**config.mk**
```make
export PLATFORM = sky130hd
export DESIGN_NAME = sh_periph_top
export DESIGN_NICKNAME = d
export VERILOG_FILES = /design/src/hw/sh_periph_pkg.sv /design/src/hw/sh_clock_reset.sv /design/src/hw/sh_ibus_ctrl.sv /design/src/hw/sh_intc.sv /design/src/hw/sh_itu_timer.sv /design/src/hw/sh_periph_top.sv /design/src/hw/sh_wdt.sv
export SDC_FILE = /design/constraint.sdc
export NUM_CORES = 1
export LEC_CHECK = 0
export BUFFER_PORTS_ARGS = -buffer_cell sky130_fd_sc_hd__buf_2
export CAP_MARGIN = 20
export CORE_UTILIZATION = 35
export DETAILED_ROUTE_END_ITERATION = 12
export GPL_TIMING_DRIVEN = 0
export HOLD_SLACK_MARGIN = 0.02
export PLACE_DENSITY = 0.64
export SETUP_SLACK_MARGIN = 0.02
export SYNTH_ARGS = -nofsm -noshare
export SYNTH_HDL_FRONTEND = slang
export SYNTH_SLANG_ARGS = --single-unit
```
**constraint.sdc**
```tcl
create_clock -name CLK -period 3.2 [get_ports CLK]
set_input_delay 0.32 -clock CLK [delete_from_list [all_inputs] [get_ports CLK]]
set_output_delay 0.32 -clock CLK [all_outputs]
set_load 0.005 [all_outputs]
```
**src/hw/sh_periph_pkg.sv**
```systemverilog
`default_nettype none

package sh_periph_pkg;

	// Bus and register widths
	localparam int ADDR_W    = 28;
	localparam int DATA_W    = 32;
	localparam int REG_IDX_W = 2;
	localparam int TCNT_W    = 16;
	localparam int WTCNT_W   = 8;
	localparam int LVL_W     = 4;
	localparam int VEC_W     = 8;

	// 16-byte blocks, matched on address bits 27:4
	localparam logic [ADDR_W-1:0] ITU_BASE  = 28'h5FFFF00;
	localparam logic [ADDR_W-1:0] INTC_BASE = 28'h5FFFF80;
	localparam logic [ADDR_W-1:0] WDT_BASE  = 28'h5FFFFB0;

	localparam logic [REG_IDX_W-1:0] ITU_TCR   = 2'd0;
	localparam logic [REG_IDX_W-1:0] ITU_TSR   = 2'd1;
	localparam logic [REG_IDX_W-1:0] ITU_TCNT  = 2'd2;
	localparam logic [REG_IDX_W-1:0] ITU_GRA   = 2'd3;
	localparam logic [REG_IDX_W-1:0] INTC_IPR  = 2'd1;
	localparam logic [REG_IDX_W-1:0] WDT_WTCSR = 2'd2;
	localparam logic [REG_IDX_W-1:0] WDT_WTCNT = 2'd3;

	// Expected in write data bits 15:8
	localparam logic [7:0] WTCNT_KEY = 8'h5A;
	localparam logic [7:0] WTCSR_KEY = 8'hA5;

	localparam logic [VEC_W-1:0] VEC_IMIA = 8'd80;
	localparam logic [VEC_W-1:0] VEC_OVI  = 8'd82;
	localparam logic [VEC_W-1:0] VEC_ITI  = 8'd112;

	// Prescaler tick strobes
	localparam int TICK_N = 7;
	typedef logic [TICK_N-1:0] tick_t;

	localparam int TICK_DIV2    = 0;
	localparam int TICK_DIV4    = 1;
	localparam int TICK_DIV8    = 2;
	localparam int TICK_DIV64   = 3;
	localparam int TICK_DIV256  = 4;
	localparam int TICK_DIV1024 = 5;
	localparam int TICK_DIV8192 = 6;

	// Length of the WDTOVF_N low pulse in cycles
	localparam int WDT_OVF_PULSE = 128;
	localparam int PULSE_CNT_W   = $clog2(WDT_OVF_PULSE);

	typedef enum logic [1:0] {
		SEL_NONE,
		SEL_ITU,
		SEL_INTC,
		SEL_WDT
	} periph_sel_t;

	typedef enum logic {
		WDT_RUN,
		WDT_PULSE
	} wdt_state_t;

endpackage

`default_nettype wire

```
**src/hw/sh_clock_reset.sv**
```systemverilog
`timescale 1ns/1ps
`default_nettype none

module sh_clock_reset (
	input  logic                 CLK,
	input  logic                 RST_N,
	input  logic                 res_n,
	output logic                 res_sync_n,
	output sh_periph_pkg::tick_t ticks
);
	import sh_periph_pkg::*;

	logic [12:0] div_cnt;

	always_ff @(posedge CLK or negedge RST_N) begin
		if (!RST_N) begin
			res_sync_n <= 1'b0;
		end else begin
			res_sync_n <= res_n;
		end
	end

	// Free-running divider, tick fires after low k bits are all ones
	always_ff @(posedge CLK or negedge RST_N) begin
		if (!RST_N) begin
			div_cnt <= '0;
			ticks   <= '0;
		end else begin
			div_cnt               <= div_cnt + 13'd1;
			ticks[TICK_DIV2]    <= div_cnt[0];
			ticks[TICK_DIV4]    <= &div_cnt[1:0];
			ticks[TICK_DIV8]    <= &div_cnt[2:0];
			ticks[TICK_DIV64]   <= &div_cnt[5:0];
			ticks[TICK_DIV256]  <= &div_cnt[7:0];
			ticks[TICK_DIV1024] <= &div_cnt[9:0];
			ticks[TICK_DIV8192] <= &div_cnt[12:0];
		end
	end

endmodule

`default_nettype wire

```
**src/hw/sh_ibus_ctrl.sv**
```systemverilog
`timescale 1ns/1ps
`default_nettype none

module sh_ibus_ctrl (
	input  logic                                CLK,
	input  logic                                RST_N,
	input  logic                                ibus_req,
	input  logic                                ibus_we,
	input  logic [sh_periph_pkg::ADDR_W-1:0]    ibus_addr,
	input  logic [sh_periph_pkg::DATA_W-1:0]    ibus_wdata,
	input  logic [sh_periph_pkg::DATA_W-1:0]    itu_rdata,
	input  logic [sh_periph_pkg::DATA_W-1:0]    intc_rdata,
	input  logic [sh_periph_pkg::DATA_W-1:0]    wdt_rdata,
	output logic [sh_periph_pkg::DATA_W-1:0]    ibus_rdata,
	output logic [sh_periph_pkg::REG_IDX_W-1:0] reg_idx,
	output logic [sh_periph_pkg::DATA_W-1:0]    wdata,
	output logic                                itu_rd,
	output logic                                itu_wr,
	output logic                                intc_rd,
	output logic                                intc_wr,
	output logic                                wdt_rd,
	output logic                                wdt_wr
);
	import sh_periph_pkg::*;

	periph_sel_t sel;
	periph_sel_t rd_sel;
	logic        rd_req;
	logic        wr_req;

	always_comb begin
		sel = SEL_NONE;
		if (ibus_addr[ADDR_W-1:4] == ITU_BASE[ADDR_W-1:4]) begin
			sel = SEL_ITU;
		end else if (ibus_addr[ADDR_W-1:4] == INTC_BASE[ADDR_W-1:4]) begin
			sel = SEL_INTC;
		end else if (ibus_addr[ADDR_W-1:4] == WDT_BASE[ADDR_W-1:4]) begin
			sel = SEL_WDT;
		end
	end

	assign rd_req  = ibus_req & ~ibus_we;
	assign wr_req  = ibus_req & ibus_we;
	assign reg_idx = ibus_addr[3:2];
	assign wdata   = ibus_wdata;

	assign itu_rd  = rd_req & (sel == SEL_ITU);
	assign itu_wr  = wr_req & (sel == SEL_ITU);
	assign intc_rd = rd_req & (sel == SEL_INTC);
	assign intc_wr = wr_req & (sel == SEL_INTC);
	assign wdt_rd  = rd_req & (sel == SEL_WDT);
	assign wdt_wr  = wr_req & (sel == SEL_WDT);

	// Remembers which block answers the last read
	always_ff @(posedge CLK or negedge RST_N) begin
		if (!RST_N) begin
			rd_sel <= SEL_NONE;
		end else if (rd_req) begin
			rd_sel <= sel;
		end
	end

	always_comb begin
		case (rd_sel)
			SEL_ITU:  ibus_rdata = itu_rdata;
			SEL_INTC: ibus_rdata = intc_rdata;
			SEL_WDT:  ibus_rdata = wdt_rdata;
			default:  ibus_rdata = '0;
		endcase
	end

	a_one_strobe: assert property (@(posedge CLK) disable iff (!RST_N)
		$onehot0({itu_rd, itu_wr, intc_rd, intc_wr, wdt_rd, wdt_wr}));

endmodule

`default_nettype wire

```
**src/hw/sh_intc.sv**
```systemverilog
`timescale 1ns/1ps
`default_nettype none

module sh_intc (
	input  logic                                CLK,
	input  logic                                RST_N,
	input  logic                                res_sync_n,
	input  logic                                rd,
	input  logic                                wr,
	input  logic [sh_periph_pkg::REG_IDX_W-1:0] reg_idx,
	input  logic [sh_periph_pkg::DATA_W-1:0]    wdata,
	input  logic                                imia_irq,
	input  logic                                ovi_irq,
	input  logic                                iti_irq,
	input  logic [sh_periph_pkg::LVL_W-1:0]     int_mask,
	output logic [sh_periph_pkg::DATA_W-1:0]    rdata,
	output logic                                int_req,
	output logic [sh_periph_pkg::LVL_W-1:0]     int_lvl,
	output logic [sh_periph_pkg::VEC_W-1:0]     int_vec
);
	import sh_periph_pkg::*;

	logic [15:0]      ipr;
	logic [LVL_W-1:0] itu_lvl;
	logic [LVL_W-1:0] wdt_lvl;
	logic             nxt_req;
	logic [LVL_W-1:0] nxt_lvl;
	logic [VEC_W-1:0] nxt_vec;

	assign itu_lvl = ipr[15:12];
	assign wdt_lvl = ipr[11:8];

	// Ties go to IMIA, then OVI, then ITI
	always_comb begin
		nxt_req = 1'b0;
		nxt_lvl = '0;
		nxt_vec = '0;
		if ((imia_irq || ovi_irq) && itu_lvl > int_mask) begin
			nxt_req = 1'b1;
			nxt_lvl = itu_lvl;
			nxt_vec = imia_irq ? VEC_IMIA : VEC_OVI;
		end
		if (iti_irq && wdt_lvl > int_mask && (!nxt_req || wdt_lvl > nxt_lvl)) begin
			nxt_req = 1'b1;
			nxt_lvl = wdt_lvl;
			nxt_vec = VEC_ITI;
		end
	end

	always_ff @(posedge CLK or negedge RST_N) begin
		if (!RST_N) begin
			ipr     <= '0;
			int_req <= 1'b0;
			int_lvl <= '0;
			int_vec <= '0;
		end else if (!res_sync_n) begin
			ipr     <= '0;
			int_req <= 1'b0;
			int_lvl <= '0;
			int_vec <= '0;
		end else begin
			if (wr && reg_idx == INTC_IPR) begin
				ipr <= wdata[15:0];
			end
			int_req <= nxt_req;
			int_lvl <= nxt_lvl;
			int_vec <= nxt_vec;
		end
	end

	always_ff @(posedge CLK) begin
		if (rd) begin
			rdata <= (reg_idx == INTC_IPR) ? {16'h0000, ipr} : '0;
		end
	end

	a_lvl_above_mask: assert property (@(posedge CLK) disable iff (!RST_N)
		int_req |-> int_lvl > $past(int_mask));

endmodule

`default_nettype wire

```
**src/hw/sh_itu_timer.sv**
```systemverilog
`timescale 1ns/1ps
`default_nettype none

module sh_itu_timer (
	input  logic                                CLK,
	input  logic                                RST_N,
	input  logic                                res_sync_n,
	input  sh_periph_pkg::tick_t                ticks,
	input  logic                                rd,
	input  logic                                wr,
	input  logic [sh_periph_pkg::REG_IDX_W-1:0] reg_idx,
	input  logic [sh_periph_pkg::DATA_W-1:0]    wdata,
	output logic [sh_periph_pkg::DATA_W-1:0]    rdata,
	output logic                                imia_irq,
	output logic                                ovi_irq
);
	import sh_periph_pkg::*;

	logic [5:0]        tcr;
	logic              imfa;
	logic              ovf;
	logic [TCNT_W-1:0] tcnt;
	logic [TCNT_W-1:0] gra;
	logic              cclr;
	logic              start;
	logic              tick_en;
	logic              count;
	logic              cmp_a;
	logic [DATA_W-1:0] rd_mux;

	assign cclr  = tcr[2];
	assign start = tcr[3];

	always_comb begin
		case (tcr[1:0])
			2'd0:    tick_en = 1'b1;
			2'd1:    tick_en = ticks[TICK_DIV2];
			2'd2:    tick_en = ticks[TICK_DIV4];
			default: tick_en = ticks[TICK_DIV8];
		endcase
	end

	assign count = start & tick_en;
	assign cmp_a = (tcnt == gra);

	always_ff @(posedge CLK or negedge RST_N) begin
		if (!RST_N) begin
			tcr  <= '0;
			imfa <= 1'b0;
			ovf  <= 1'b0;
			tcnt <= '0;
			gra  <= '1;
		end else if (!res_sync_n) begin
			tcr  <= '0;
			imfa <= 1'b0;
			ovf  <= 1'b0;
			tcnt <= '0;
			gra  <= '1;
		end else begin
			if (wr && reg_idx == ITU_TCR) begin
				tcr <= wdata[5:0];
			end
			if (wr && reg_idx == ITU_GRA) begin
				gra <= wdata[TCNT_W-1:0];
			end
			// Flags clear on a written 0 only
			if (wr && reg_idx == ITU_TSR) begin
				imfa <= imfa & wdata[0];
				ovf  <= ovf & wdata[1];
			end
			if (wr && reg_idx == ITU_TCNT) begin
				tcnt <= wdata[TCNT_W-1:0];
			end else if (count) begin
				tcnt <= (cmp_a && cclr) ? '0 : tcnt + 1'b1;
			end
			// Events win over a clearing write in the same cycle
			if (count && cmp_a) begin
				imfa <= 1'b1;
			end
			if (count && !(cmp_a && cclr) && &tcnt) begin
				ovf <= 1'b1;
			end
		end
	end

	always_comb begin
		rd_mux = '0;
		case (reg_idx)
			ITU_TCR:  rd_mux[5:0] = tcr;
			ITU_TSR:  rd_mux[1:0] = {ovf, imfa};
			ITU_TCNT: rd_mux[TCNT_W-1:0] = tcnt;
			default:  rd_mux[TCNT_W-1:0] = gra;
		endcase
	end

	always_ff @(posedge CLK) begin
		if (rd) begin
			rdata <= rd_mux;
		end
	end

	assign imia_irq = imfa & tcr[4];
	assign ovi_irq  = ovf & tcr[5];

	a_imfa_needs_start: assert property (@(posedge CLK) disable iff (!RST_N)
		$rose(imfa) |-> $past(start));

endmodule

`default_nettype wire

```
**src/hw/sh_periph_top.sv**
```systemverilog
`timescale 1ns/1ps
`default_nettype none

module sh_periph_top (
	input  logic                             CLK,
	input  logic                             RST_N,
	input  logic                             res_n,
	input  logic                             ibus_req,
	input  logic                             ibus_we,
	input  logic [sh_periph_pkg::ADDR_W-1:0] ibus_addr,
	input  logic [sh_periph_pkg::DATA_W-1:0] ibus_wdata,
	input  logic [sh_periph_pkg::LVL_W-1:0]  int_mask,
	output logic [sh_periph_pkg::DATA_W-1:0] ibus_rdata,
	output logic                             int_req,
	output logic [sh_periph_pkg::LVL_W-1:0]  int_lvl,
	output logic [sh_periph_pkg::VEC_W-1:0]  int_vec,
	output logic                             wdtovf_n
);
	import sh_periph_pkg::*;

	logic                 res_sync_n;
	tick_t                ticks;
	logic [REG_IDX_W-1:0] reg_idx;
	logic [DATA_W-1:0]    wdata;
	logic [DATA_W-1:0]    itu_rdata;
	logic [DATA_W-1:0]    intc_rdata;
	logic [DATA_W-1:0]    wdt_rdata;
	logic                 itu_rd;
	logic                 itu_wr;
	logic                 intc_rd;
	logic                 intc_wr;
	logic                 wdt_rd;
	logic                 wdt_wr;
	logic                 imia_irq;
	logic                 ovi_irq;
	logic                 iti_irq;

	sh_clock_reset i_clock_reset (
		.CLK(CLK), .RST_N(RST_N), .res_n(res_n),
		.res_sync_n(res_sync_n), .ticks(ticks)
	);

	sh_ibus_ctrl i_ibus_ctrl (
		.CLK(CLK), .RST_N(RST_N),
		.ibus_req(ibus_req), .ibus_we(ibus_we),
		.ibus_addr(ibus_addr), .ibus_wdata(ibus_wdata),
		.itu_rdata(itu_rdata), .intc_rdata(intc_rdata), .wdt_rdata(wdt_rdata),
		.ibus_rdata(ibus_rdata), .reg_idx(reg_idx), .wdata(wdata),
		.itu_rd(itu_rd), .itu_wr(itu_wr),
		.intc_rd(intc_rd), .intc_wr(intc_wr),
		.wdt_rd(wdt_rd), .wdt_wr(wdt_wr)
	);

	sh_itu_timer i_itu_timer (
		.CLK(CLK), .RST_N(RST_N), .res_sync_n(res_sync_n), .ticks(ticks),
		.rd(itu_rd), .wr(itu_wr), .reg_idx(reg_idx), .wdata(wdata),
		.rdata(itu_rdata), .imia_irq(imia_irq), .ovi_irq(ovi_irq)
	);

	sh_wdt i_wdt (
		.CLK(CLK), .RST_N(RST_N), .res_sync_n(res_sync_n), .ticks(ticks),
		.rd(wdt_rd), .wr(wdt_wr), .reg_idx(reg_idx), .wdata(wdata),
		.rdata(wdt_rdata), .iti_irq(iti_irq), .wdtovf_n(wdtovf_n)
	);

	sh_intc i_intc (
		.CLK(CLK), .RST_N(RST_N), .res_sync_n(res_sync_n),
		.rd(intc_rd), .wr(intc_wr), .reg_idx(reg_idx), .wdata(wdata),
		.imia_irq(imia_irq), .ovi_irq(ovi_irq), .iti_irq(iti_irq),
		.int_mask(int_mask), .rdata(intc_rdata),
		.int_req(int_req), .int_lvl(int_lvl), .int_vec(int_vec)
	);

endmodule

`default_nettype wire

```
**src/hw/sh_wdt.sv**
```systemverilog
`timescale 1ns/1ps
`default_nettype none

module sh_wdt (
	input  logic                                CLK,
	input  logic                                RST_N,
	input  logic                                res_sync_n,
	input  sh_periph_pkg::tick_t                ticks,
	input  logic                                rd,
	input  logic                                wr,
	input  logic [sh_periph_pkg::REG_IDX_W-1:0] reg_idx,
	input  logic [sh_periph_pkg::DATA_W-1:0]    wdata,
	output logic [sh_periph_pkg::DATA_W-1:0]    rdata,
	output logic                                iti_irq,
	output logic                                wdtovf_n
);
	import sh_periph_pkg::*;

	wdt_state_t             state;
	logic [PULSE_CNT_W-1:0] pulse_cnt;
	logic                   ovf;
	logic                   wt_it;
	logic                   tme;
	logic [1:0]             cks;
	logic [WTCNT_W-1:0]     wtcnt;
	logic                   tick_en;
	logic                   wrap;
	logic                   csr_wr;
	logic                   cnt_wr;

	always_comb begin
		case (cks)
			2'd0:    tick_en = ticks[TICK_DIV64];
			2'd1:    tick_en = ticks[TICK_DIV256];
			2'd2:    tick_en = ticks[TICK_DIV1024];
			default: tick_en = ticks[TICK_DIV8192];
		endcase
	end

	assign csr_wr = wr && reg_idx == WDT_WTCSR && wdata[15:8] == WTCSR_KEY;
	assign cnt_wr = wr && reg_idx == WDT_WTCNT && wdata[15:8] == WTCNT_KEY;
	assign wrap   = tme && tick_en && &wtcnt && !cnt_wr;

	always_ff @(posedge CLK or negedge RST_N) begin
		if (!RST_N) begin
			{ovf, wt_it, tme, cks} <= '0;
			wtcnt     <= '0;
			state     <= WDT_RUN;
			pulse_cnt <= '0;
			wdtovf_n  <= 1'b1;
		end else if (!res_sync_n) begin
			{ovf, wt_it, tme, cks} <= '0;
			wtcnt     <= '0;
			state     <= WDT_RUN;
			pulse_cnt <= '0;
			wdtovf_n  <= 1'b1;
		end else begin
			if (csr_wr) begin
				ovf   <= ovf & wdata[7];
				wt_it <= wdata[6];
				tme   <= wdata[5];
				cks   <= wdata[1:0];
			end
			if (cnt_wr) begin
				wtcnt <= wdata[WTCNT_W-1:0];
			end else if (tme && tick_en) begin
				wtcnt <= wtcnt + 1'b1;
			end
			if (wrap) begin
				ovf <= 1'b1;
			end
			case (state)
				WDT_RUN: begin
					if (wrap && wt_it) begin
						state     <= WDT_PULSE;
						pulse_cnt <= '0;
						wdtovf_n  <= 1'b0;
					end
				end
				default: begin
					if (pulse_cnt == PULSE_CNT_W'(WDT_OVF_PULSE - 1)) begin
						state    <= WDT_RUN;
						wdtovf_n <= 1'b1;
					end else begin
						pulse_cnt <= pulse_cnt + 1'b1;
					end
				end
			endcase
		end
	end

	always_ff @(posedge CLK) begin
		if (rd) begin
			rdata <= '0;
			if (reg_idx == WDT_WTCSR) begin
				rdata[7:0] <= {ovf, wt_it, tme, 3'b000, cks};
			end else if (reg_idx == WDT_WTCNT) begin
				rdata[WTCNT_W-1:0] <= wtcnt;
			end
		end
	end

	// Interval mode only
	assign iti_irq = ovf & ~wt_it;

	a_ovf_pin_in_pulse: assert property (@(posedge CLK) disable iff (!RST_N)
		!wdtovf_n |-> state == WDT_PULSE);

endmodule

`default_nettype wire

```
==> results of run 1 <==
worst max-delay path, delay by kind of cell, from the launching register on:
kind	cells	cell delay (ns)
multiplexers	1	0.18
AND/OR/NAND/NOR	3	0.32
adder cells (fa/ha/maj)	2	0.59
buffers and inverters	2	0.35
flip-flops	1	0.45
AO/OA/AOI/OAI	5	0.99
power by group:
part / internal (µW) / leakage, µW / switching (µW) / total (µW)
combinational: 79.7 / 0.00232 / 151 / 230
clock: 1130 / 0.000279 / 803 / 1940
sequential: 1940 / 0.00185 / 0.143 / 1940
logic make-up (layout without fill, tap and decap cells):
group / count (synthesis) / after routing / synth area share [%]
DFF: 148 / 148 / 48.9
other: 1 / 21 / 0.0467
xor gates and xnor gates: 41 / 41 / 4.47
muxes: 84 / 84 / 11.1
and+or+nand+nor: 266 / 266 / 18.5
adders and majority gates: 17 / 17 / 2.65
buffers and inverters: 78 / 195 / 4.99
AOI/OAI and AO/OA: 114 / 114 / 9.43
placed cells by master (no fill, tap or decap), types with 16 or more instances in the layout:
master,instances
clkbuf_1,33
buf_2,77
nand2_1,58
buf_4,26
xor2_1,32
mux2i_1,73
conb_1,20
ha_1,17
dfrtp_1,90
clkbuf_16,19
nor2b_1,24
a22o_1,16
and2_1,23
nand3_1,30
nand4_1,18
dfstp_2,17
nor2_1,53
edfxtp_1,40
o21ai_0,25
through the flow:
stage	power, µW	setup slack [ns]
after floorplan	2070	0.242
after global placement	2200	-0.781
after detailed placement	2200	-0.221
after CTS	4140	0.0543
after global routing	4240	-0.0363
final	4110	0.250
state kept, by name, summed over array words and instances, names as in the netlist, 2 cells and up:
name	flops
i_intc.ipr	16
i_intc.rdata	16
i_itu_timer.gra	16
i_itu_timer.rdata	16
i_itu_timer.tcnt	16
i_clock_reset.div_cnt	13
i_wdt.rdata	8
i_wdt.wtcnt	8
i_clock_reset.ticks	7
i_wdt.pulse_cnt	7
i_itu_timer.tcr	6
i_intc.int_lvl	4
i_ibus_ctrl.rd_sel	2
i_intc.int_vec	2
i_wdt.cks	2
layout make-up:
class,instances,area (µm²)
fillers,2195,13000
well taps,285,357
inverters,15,56.3
flip-flops and latches,148,3930
clock inverters,11,91.3
clock buffers,21,503
diodes,1,2.50
repair buffers,85,499
multi-input cells,542,3800
plain buffers,63,348
final timing paths:
check	startpoint	end	slack (ns)
setup / recovery	i_intc.ipr[13]	i_intc.int_lvl[2]	0.25
hold / removal	ibus_wdata[10]	i_itu_timer.gra[10]	0.20
setup reg to reg	i_intc.ipr[13]	i_intc.int_lvl[2]	0.25
hold reg to reg	i_clock_reset.div_cnt[12]	i_clock_reset.div_cnt[12]	0.46
max in group asynchronous	RST_N	i_wdt.wdtovf_n	2.01
min in group asynchronous	RST_N	i_intc.int_req	0.43
metal layers:
metal / routed length, µm / global-route usage [%]
met5: 0 / 0
met4: 436 / 7.14
met3: 1340 / 3.49
met2: 10000 / 30.2
met1: 9300 / 24.1
what timing repair did:
action,CTS,global route
setup buffers,0,3
hold endpoints to repair,38,0
gates resized for setup,3,4
hold buffers,2,0
endpoints found under the setup margin,6,6
pin swaps,0,2
cloned,0,0
==> impl_metrics.env, run 1 <==
export IMPL_r2r_worst_path_cells=13
export IMPL_ys_seq_area_share_pct=48.9
export IMPL_layoutNonFillerInstCount=1171
export IMPL_placement_io_buffers=76
export IMPL_finalHoldViolCount=0
export IMPL_maxSlewViolCount=0
export IMPL_period_share_pct=92.2
export IMPL_critical_path_slowest_cell="dfrtp_2"
export IMPL_placedCellCount=1132
export IMPL_yosys_top_cells_count="dfrtp_1, mux2i_1, nand2_1, nor2_1, edfxtp_1"
export IMPL_detailedRoute_firstPassIterationCount=5
export IMPL_initial_utilization_pct=35.6
export IMPL_timing_hold_worst_class="in2reg"
export IMPL_grt_pass1_vias=5888
export IMPL_drt_wirelength_per_cell_um=18.0
export IMPL_power_ir_vdd_worst_uv=288
export IMPL_grt_start_max_net_pins=70
export IMPL_maxCapViolations=0
export IMPL_grt_overflow=0
export IMPL_floorplan_die_height_um=153
export IMPL_finalSetupViolCount=0
export IMPL_shortest_clock_period_the_worst_path_allows_after_layout_ns=2.95
export IMPL_dieArea_um2=23600
export IMPL_timing_worst_slew_pin_value_ns=0.943
export IMPL_totalNegativeSetupSlack_ns=0
export IMPL_power_per_cell_area_nw_per_um2=428
export IMPL_criticalPathCategory="reg2reg"
export IMPL_critical_path_max_stage_delay_ns=0.45
export IMPL_worst_slew_margin_rel_pct=36.7
export IMPL_yosys_reg_bits=148
export IMPL_cts_buffers=17
export IMPL_synthTopCellsByArea="dfrtp_1, edfxtp_1, mux2i_1"
export IMPL_whs_ns=0.200
export IMPL_clockBufferDepth=2
export IMPL_number_of_antenna_violations_at_the_first_check_in_global_routing=1
export IMPL_start_kind="flip-flop"
export IMPL_clock_fmax_mhz=339
export IMPL_post_route_util_pct=42.5
export IMPL_post_route_cells_drive_above_1_share_pct=21.4
export IMPL_design_core_area_um2=22600
export IMPL_hpwlAfterDp_mm=15.7
export IMPL_detail_route_vias_per_cell=5.27
export IMPL_flow_area_growth_from_synthesis_pct=19.4
export IMPL_ys_types=63
export IMPL_root_buffer="clkbuf_16"
export IMPL_dpl_cell_area_um2=8900
export IMPL_path_cells="ha_1 > nor2b_1 > o211ai_1 > a221oi_2 > buf_4 > nand2_1 > ha_1 > nor2b_1 > o21ai_0 > a21o_1 > a221oi_4 > buf_12 > mux2i_1"
export IMPL_grtUsageTotal_pct=18.4
export IMPL_cts_tree="yes"
export IMPL_io_pin_count=115
export IMPL_clk_pin_slew_worst_paths_ns=0.06
export IMPL_place_congestion=0.871
export IMPL_wl_mm=21.1
export IMPL_cp_required_ns=3.55
export IMPL_number_of_rows_in_the_core_area=55
export IMPL_clk_latency_ns=0.43
export IMPL_syn_cell_area_um2=8030
export IMPL_stdcell_area_um2=9590
export IMPL_netlist_instances=749
export IMPL_detail_route_drc_violations=0
export IMPL_die_width_um=153
export IMPL_status="completed"
export IMPL_overall_via_count_from_detail_route=6166
export IMPL_grt_first_pass_wirelength_mm=33.0
export IMPL_cts_htree_levels=4
export IMPL_worst_path_max_fanout=6
export IMPL_drt_iter0_markers=513
export IMPL_critPathArrivalTime_ns=3.30
export IMPL_detail_route_antenna_nets=0
export IMPL_timing_critical_path_to_type="flip-flop"
export IMPL_yosysMostFrequentCell="dfrtp_1"
export IMPL_yosys_warnings=0
export IMPL_worst_hold_depth=3
export IMPL_postSynth_asyncResetShare_pct=73.0
export IMPL_clock_sink_count=148
export IMPL_synth_flop_cell="dfrtp_1"
export IMPL_number_of_enable_flip_flop_cells_after_synthesis=40
export IMPL_p_leak_uw=0.00444
export IMPL_synthesis_area_per_instance_um2=10.7
export IMPL_final_nets=958
export IMPL_timing_clock_skew_ns=0.00779
export IMPL_synth_top_cell_area_share_pct=28.4
export IMPL_yosys_area_top_type="dfrtp_1"
Note: power is estimated with default switching activity, not from simulation.
==> run 2, diff against run 1 <==
--- a/config.mk
+++ b/config.mk
@@ -5,7 +5,7 @@
 export SDC_FILE = /design/constraint.sdc
 export NUM_CORES = 1
 export LEC_CHECK = 0
-export BUFFER_PORTS_ARGS = -buffer_cell sky130_fd_sc_hd__buf_2
+export BUFFER_PORTS_ARGS = -buffer_cell sky130_fd_sc_hd__buf_4
 export CAP_MARGIN = 20
 export CORE_UTILIZATION = 35
 export DETAILED_ROUTE_END_ITERATION = 12
==> run 2 against run 1 <==
  * Fmax shrank 0.93%
  * Sequential power barely moved
  * Design area increased by 1.7%
  * Clock-buffer cell count did not move
  * Critical path type unchanged
==> impl_metrics.env, run 2 (synthesized netlist as in run 1, its figures left out) <==
export IMPL_placedCellCount=1133
export IMPL_cts_htree_levels=4
export IMPL_detail_route_vias_per_cell=5.21
export IMPL_grt_overflow=0
export IMPL_place_congestion=0.881
export IMPL_clockBufferDepth=2
export IMPL_finalSetupViolCount=0
export IMPL_cts_tree="yes"
export IMPL_number_of_antenna_violations_at_the_first_check_in_global_routing=0
export IMPL_worst_r2r_startpoint="i_intc.ipr[13]"
export IMPL_grtUsageTotal_pct=18.7
export IMPL_clk_pin_slew_worst_paths_ns=0.06
export IMPL_initial_utilization_pct=35.6
export IMPL_clk_latency_ns=0.43
export IMPL_cts_buffers=17
export IMPL_worst_hold_path_endpoint="i_itu_timer.gra[10]"
export IMPL_dieArea_um2=23600
export IMPL_clock_sink_count=148
export IMPL_period_share_pct=93.0
export IMPL_post_route_cells_drive_above_1_share_pct=21.0
export IMPL_layout_commonest_cell="buf_4"
export IMPL_timing_hold_worst_class="in2reg"
export IMPL_criticalPathCategory="reg2reg"
export IMPL_detail_route_drc_violations=0
export IMPL_status="completed"
export IMPL_worst_hold_depth=3
export IMPL_overall_via_count_from_detail_route=6098
export IMPL_detailedRoute_firstPassIterationCount=5
export IMPL_number_of_rows_in_the_core_area=55
export IMPL_diodes=0
export IMPL_place_ws_ns=-0.220
export IMPL_rrSetupSlack_ns=0.22
export IMPL_crit_reg2reg_capture="i_intc.int_lvl[2]"
export IMPL_shortest_clock_period_the_worst_path_allows_after_layout_ns=2.98
export IMPL_floorplan_die_height_um=153
export IMPL_start_kind="flip-flop"
export IMPL_worst_slew_margin_rel_pct=33.6
export IMPL_io_pin_count=115
export IMPL_drt_wirelength_per_cell_um=18.2
export IMPL_wl_mm=21.3
export IMPL_whs_ns=0.174
export IMPL_cp_required_ns=3.55
export IMPL_r2r_worst_path_cells=13
export IMPL_detail_route_antenna_nets=0
export IMPL_timing_critical_path_to_type="flip-flop"
export IMPL_postLayoutSetupSlackWorst_ns=0.223
export IMPL_grt_first_pass_wirelength_mm=33.4
export IMPL_finalHoldViolCount=0
export IMPL_root_buffer="clkbuf_16"
export IMPL_flow_area_growth_from_synthesis_pct=21.5
export IMPL_worst_path_max_fanout=10
export IMPL_maxSlewViolCount=0
export IMPL_placement_io_buffers=76
export IMPL_maxCapViolations=0
export IMPL_timing_worst_slew_pin_value_ns=0.989
export IMPL_die_width_um=153
export IMPL_hold_start="ibus_wdata[10]"
export IMPL_power_per_cell_area_nw_per_um2=431
export IMPL_final_cell_mix="buf_4, dfrtp_1, mux2i_1"
export IMPL_critPathArrivalTime_ns=3.33
export IMPL_design_core_area_um2=22600
export IMPL_layoutNonFillerInstCount=1170
export IMPL_grt_pass1_vias=5887
export IMPL_critical_path_startpoint="i_intc.ipr[13]"
export IMPL_p_leak_uw=0.00449
export IMPL_drt_iter0_markers=596
export IMPL_final_nets=958
export IMPL_clock_fmax_mhz=336
export IMPL_grt_start_max_net_pins=69
export IMPL_timing_clock_skew_ns=0.00742
export IMPL_hpwlAfterDp_mm=15.7
export IMPL_power_ir_vdd_worst_uv=340
run 2: changes by cell type in the layout (fill, tap and decap cells not counted), sizes merged:
| cell | previous run | this run |
|---|---|---|
| clkbuf | 55 | 54 |
| diode | 1 | 0 |
| clkinvlp | 4 | 2 |
| inv | 16 | 15 |
| clkinv | 6 | 7 |
| bufinv | 0 | 2 |
| buf | 112 | 113 |
run 2: metal layers:
metal / up-vias / global-route usage [%] / wire [µm]
li1: 2923 / - / -
met1: 2935 / 25.4 / 9680
met2: 210 / 29.7 / 9850
met3: 30 / 3.80 / 1370
met4: 0 / 6.57 / 427
met5: - / 0 / 0
run 2: power breakdown:
group          internal [µW]  switching, µW  total [µW]
combinational           97.0            153         250
clock                   1220            803        2020
sequential              1940          0.162        1940
run 2: final cells by class:
type	instances	area (µm²)
flip-flops and latches	148	3930
plain buffers	63	348
multi-input cells	542	3800
clock buffers	21	472
well taps	285	357
fillers	2173	12800
clock inverters	11	125
inverters	15	56.3
repair buffers	85	668
run 2: worst max-delay path by stage:
| stage | slack, ns | depth (start not counted) | endpoint |
|---|---|---|---|
| 3_5_place_dp | -0.22 | 12 | i_intc.int_lvl[1] |
| 3_3_place_gp | -0.75 | 6 | i_intc.rdata[12] |
| 5_1_grt | -0.004 | 13 | i_intc.int_lvl[2] |
| 4_1_cts | 0.05 | 12 | i_intc.int_lvl[1] |
| 6_report | 0.22 | 13 | i_intc.int_lvl[2] |
| 2_1_floorplan | 0.24 | 12 | i_intc.int_lvl[0] |
run 2: worst max-delay path, stage by stage, from the launching register on:
cell and delay [ns]:
dfrtp_1 0.45, ha_1 0.31, nor2b_1 0.13, o211ai_1 0.11
a221oi_2 0.29, buf_4 0.22, nand2_1 0.07, ha_1 0.30
nor2b_1 0.11, o21ai_0 0.07, a21o_1 0.19, a221oi_4 0.27
buf_4 0.18, mux2i_1 0.18
run 2: repair_timing:
item	in CTS	in global routing
pin swaps	0	2
endpoints found under the setup margin	6	6
resized for setup	3	3
hold buffers	2	0
buffers inserted	0	3
endpoints found under the hold margin	41	0
run 2: through the flow:
step	util, %	cell area, µm²	setup TNS [ns]	total power (µW)
finish	43.2	9750	0	4210
global route	43.2	9750	-0.00394	4310
CTS	43.1	9730	0	4230
detailed placement	40.3	9090	-1.04	2220
global placement	40.0	9030	-24.64	2210
floorplan	-	8100	0	2070
==> run 3, diff against run 2 <==
--- a/config.mk
+++ b/config.mk
@@ -11,7 +11,7 @@
 export DETAILED_ROUTE_END_ITERATION = 12
 export GPL_TIMING_DRIVEN = 0
 export HOLD_SLACK_MARGIN = 0.02
-export PLACE_DENSITY = 0.64
+export PLACE_DENSITY = 0.59
 export SETUP_SLACK_MARGIN = 0.02
 export SYNTH_ARGS = -nofsm -noshare
 export SYNTH_HDL_FRONTEND = slang
==> run 3 against run 2 <==
  * Non-clock buffer count unchanged
  * Routed wire length increased by 3.2%
  * First-iteration DRC count increased by 2.7%
  * Sequential power about the same
  * Clock-buffer cell count decreased by 3
  * Design area increased by 0.15%
==> impl_metrics.env, run 3 (synthesized netlist as in run 1, its figures left out) <==
export IMPL_root_buffer="clkbuf_16"
export IMPL_rrSetupSlack_ns=0.17
export IMPL_grt_first_pass_wirelength_mm=34.3
export IMPL_floorplan_die_height_um=153
export IMPL_totalPowerFinal_uw=4210
export IMPL_post_route_cells_drive_above_1_share_pct=21.2
export IMPL_number_of_antenna_violations_at_the_first_check_in_global_routing=0
export IMPL_clock_sink_count=148
export IMPL_wl_mm=22.0
export IMPL_period_share_pct=94.6
export IMPL_clock_fmax_mhz=330
export IMPL_final_cell_mix="buf_4, dfrtp_1, mux2i_1"
export IMPL_detail_route_vias_per_cell=5.27
export IMPL_status="completed"
export IMPL_crit_reg2reg_capture="i_intc.int_lvl[1]"
export IMPL_cp_required_ns=3.55
export IMPL_grt_overflow=0
export IMPL_critical_path_startpoint="i_intc.ipr[13]"
export IMPL_clockBufferDepth=2
export IMPL_maxCapViolations=0
export IMPL_path_cells="ha_1 > nor2b_1 > o211ai_1 > a221oi_2 > buf_4 > nand2_1 > ha_1 > nor2b_1 > o21ai_0 > a21o_1 > a221oi_4 > buf_12 > mux2i_1"
export IMPL_power_ir_vdd_worst_uv=415
export IMPL_overall_via_count_from_detail_route=6168
export IMPL_finalSetupViolCount=0
export IMPL_detail_route_drc_violations=0
export IMPL_grt_start_max_net_pins=67
export IMPL_cts_htree_levels=4
export IMPL_timing_critical_path_to_type="flip-flop"
export IMPL_die_width_um=153
export IMPL_shortest_clock_period_the_worst_path_allows_after_layout_ns=3.03
export IMPL_design_core_area_um2=22600
export IMPL_worst_slew_margin_rel_pct=36.6
export IMPL_timing_clock_skew_ns=0.00944
export IMPL_critPathArrivalTime_ns=3.37
export IMPL_placedCellCount=1132
export IMPL_drt_wirelength_per_cell_um=18.8
export IMPL_criticalPathCategory="reg2reg"
export IMPL_grt_pass1_vias=5963
export IMPL_comb_power_share_pct=6.0
export IMPL_detailedRoute_firstPassIterationCount=6
export IMPL_timing_worst_slew_pin_value_ns=0.944
export IMPL_cts_buffers=17
export IMPL_worst_path_max_fanout=6
export IMPL_power_internal_uw=3190
export IMPL_diodes=0
export IMPL_flow_area_growth_from_synthesis_pct=21.7
export IMPL_place_ws_ns=-0.252
export IMPL_power_frac_clock_pct=48.0
export IMPL_critical_path_max_stage_delay_ns=0.46
export IMPL_number_of_rows_in_the_core_area=55
export IMPL_timing_hold_worst_class="in2reg"
export IMPL_detail_route_antenna_nets=0
export IMPL_totalNegativeSetupSlack_ns=0
export IMPL_start_kind="flip-flop"
export IMPL_layoutNonFillerInstCount=1170
export IMPL_worst_r2r_startpoint="i_intc.ipr[13]"
export IMPL_r2r_worst_path_cells=13
export IMPL_clk_pin_slew_worst_paths_ns=0.06
export IMPL_critical_path_slowest_cell="dfrtp_1"
export IMPL_maxSlewViolCount=0
export IMPL_crit_path_end="i_intc.int_lvl[1]"
export IMPL_whs_ns=0.173
export IMPL_power_switching_fraction_pct=24.3
export IMPL_initial_utilization_pct=35.6
export IMPL_grt_setup_unrepaired="no"
export IMPL_place_congestion=0.849
export IMPL_power_switching_uw=1020
export IMPL_placement_io_buffers=76
export IMPL_power_per_cell_area_nw_per_um2=431
export IMPL_dieArea_um2=23600
export IMPL_final_nets=958
export IMPL_seq_power_share_pct=46.0
export IMPL_cts_tree="yes"
export IMPL_clk_latency_ns=0.43
export IMPL_hpwlAfterDp_mm=16.5
export IMPL_finalHoldViolCount=0
export IMPL_drt_iter0_markers=612
export IMPL_io_pin_count=115
export IMPL_layout_commonest_cell="buf_4"
export IMPL_postLayoutSetupSlackWorst_ns=0.174
export IMPL_grtUsageTotal_pct=19.2
export IMPL_p_leak_uw=0.00451
-- run 3: cell type report --
cell class / count / area (µm²)
buffer: 63 / 348
inverter: 15 / 56.3
clock inverter: 14 / 149
multi-input combinational: 542 / 3800
fill: 2168 / 12800
timing repair buffer: 85 / 681
sequential: 148 / 3930
clock buffer: 18 / 450
tap: 285 / 357
-- run 3: repair_timing --
action	in CTS	in global routing
pin swaps	1	1
setup endpoints to repair	6	6
endpoints found under the hold margin	39	0
gates cloned	0	0
hold buffers	2	0
setup buffers	1	2
gates resized for setup	3	3
-- run 3: worst min-delay path by stage --
stage | from | end | slack (ns) | cells after the start
6_report | ibus_wdata[10] | i_itu_timer.gra[10] | 0.17 | 3
5_1_grt | ibus_wdata[8] | i_itu_timer.gra[8] | 0.17 | 3
4_1_cts | ibus_wdata[10] | i_itu_timer.gra[10] | 0.16 | 3
3_5_place_dp | RST_N | i_intc.int_req | 0.36 | 1
3_3_place_gp | res_n | i_clock_reset.res_sync_n | 0.43 | 1
2_1_floorplan | RST_N | i_clock_reset.div_cnt[0] | 0.02 | 0
-- run 3: power by group through the flow --
| stage | sequential (µW) | clock [µW] | combinational [µW] |
|---|---|---|---|
| final | 1940 | 2020 | 251 |
| after CTS | 1940 | 2060 | 252 |
| after global routing | 1940 | 2140 | 272 |
| after global placement | 1970 | 0 | 243 |
| after detailed placement | 1970 | 0 | 249 |
| after floorplan | 1970 | 0 | 100 |
-- run 3: worst max-delay path: cells and delay by family (launching register included) --
family          cells  cell delay (ns)
compound gates      5             1.01
simple gates        3             0.32
buf+inv             2             0.36
mux                 1             0.19
flops               1             0.46
fa+ha+maj           2             0.62
-- run 3: per-stage QoR --
| step | area, µm² | utilization, % |
|---|---|---|
| floorplan | 8100 | - |
| global placement | 9030 | 40.0 |
| detailed placement | 9090 | 40.3 |
| CTS | 9750 | 43.2 |
| global route | 9770 | 43.3 |
| finish | 9770 | 43.3 |
-- run 3: layer usage --
| metal | wire (µm) | part of all wire, % | global-route usage [%] | up-vias |
|---|---|---|---|---|
| met1 | 10200 | 46 | 26.0 | 3001 |
| met3 | 1150 | 5.2 | 3.49 | 34 |
| li1 | - | - | - | 2924 |
| met4 | 464 | 2.1 | 6.48 | 0 |
| met5 | 0 | 0 | 0 | - |
| met2 | 10200 | 47 | 31.0 | 209 |
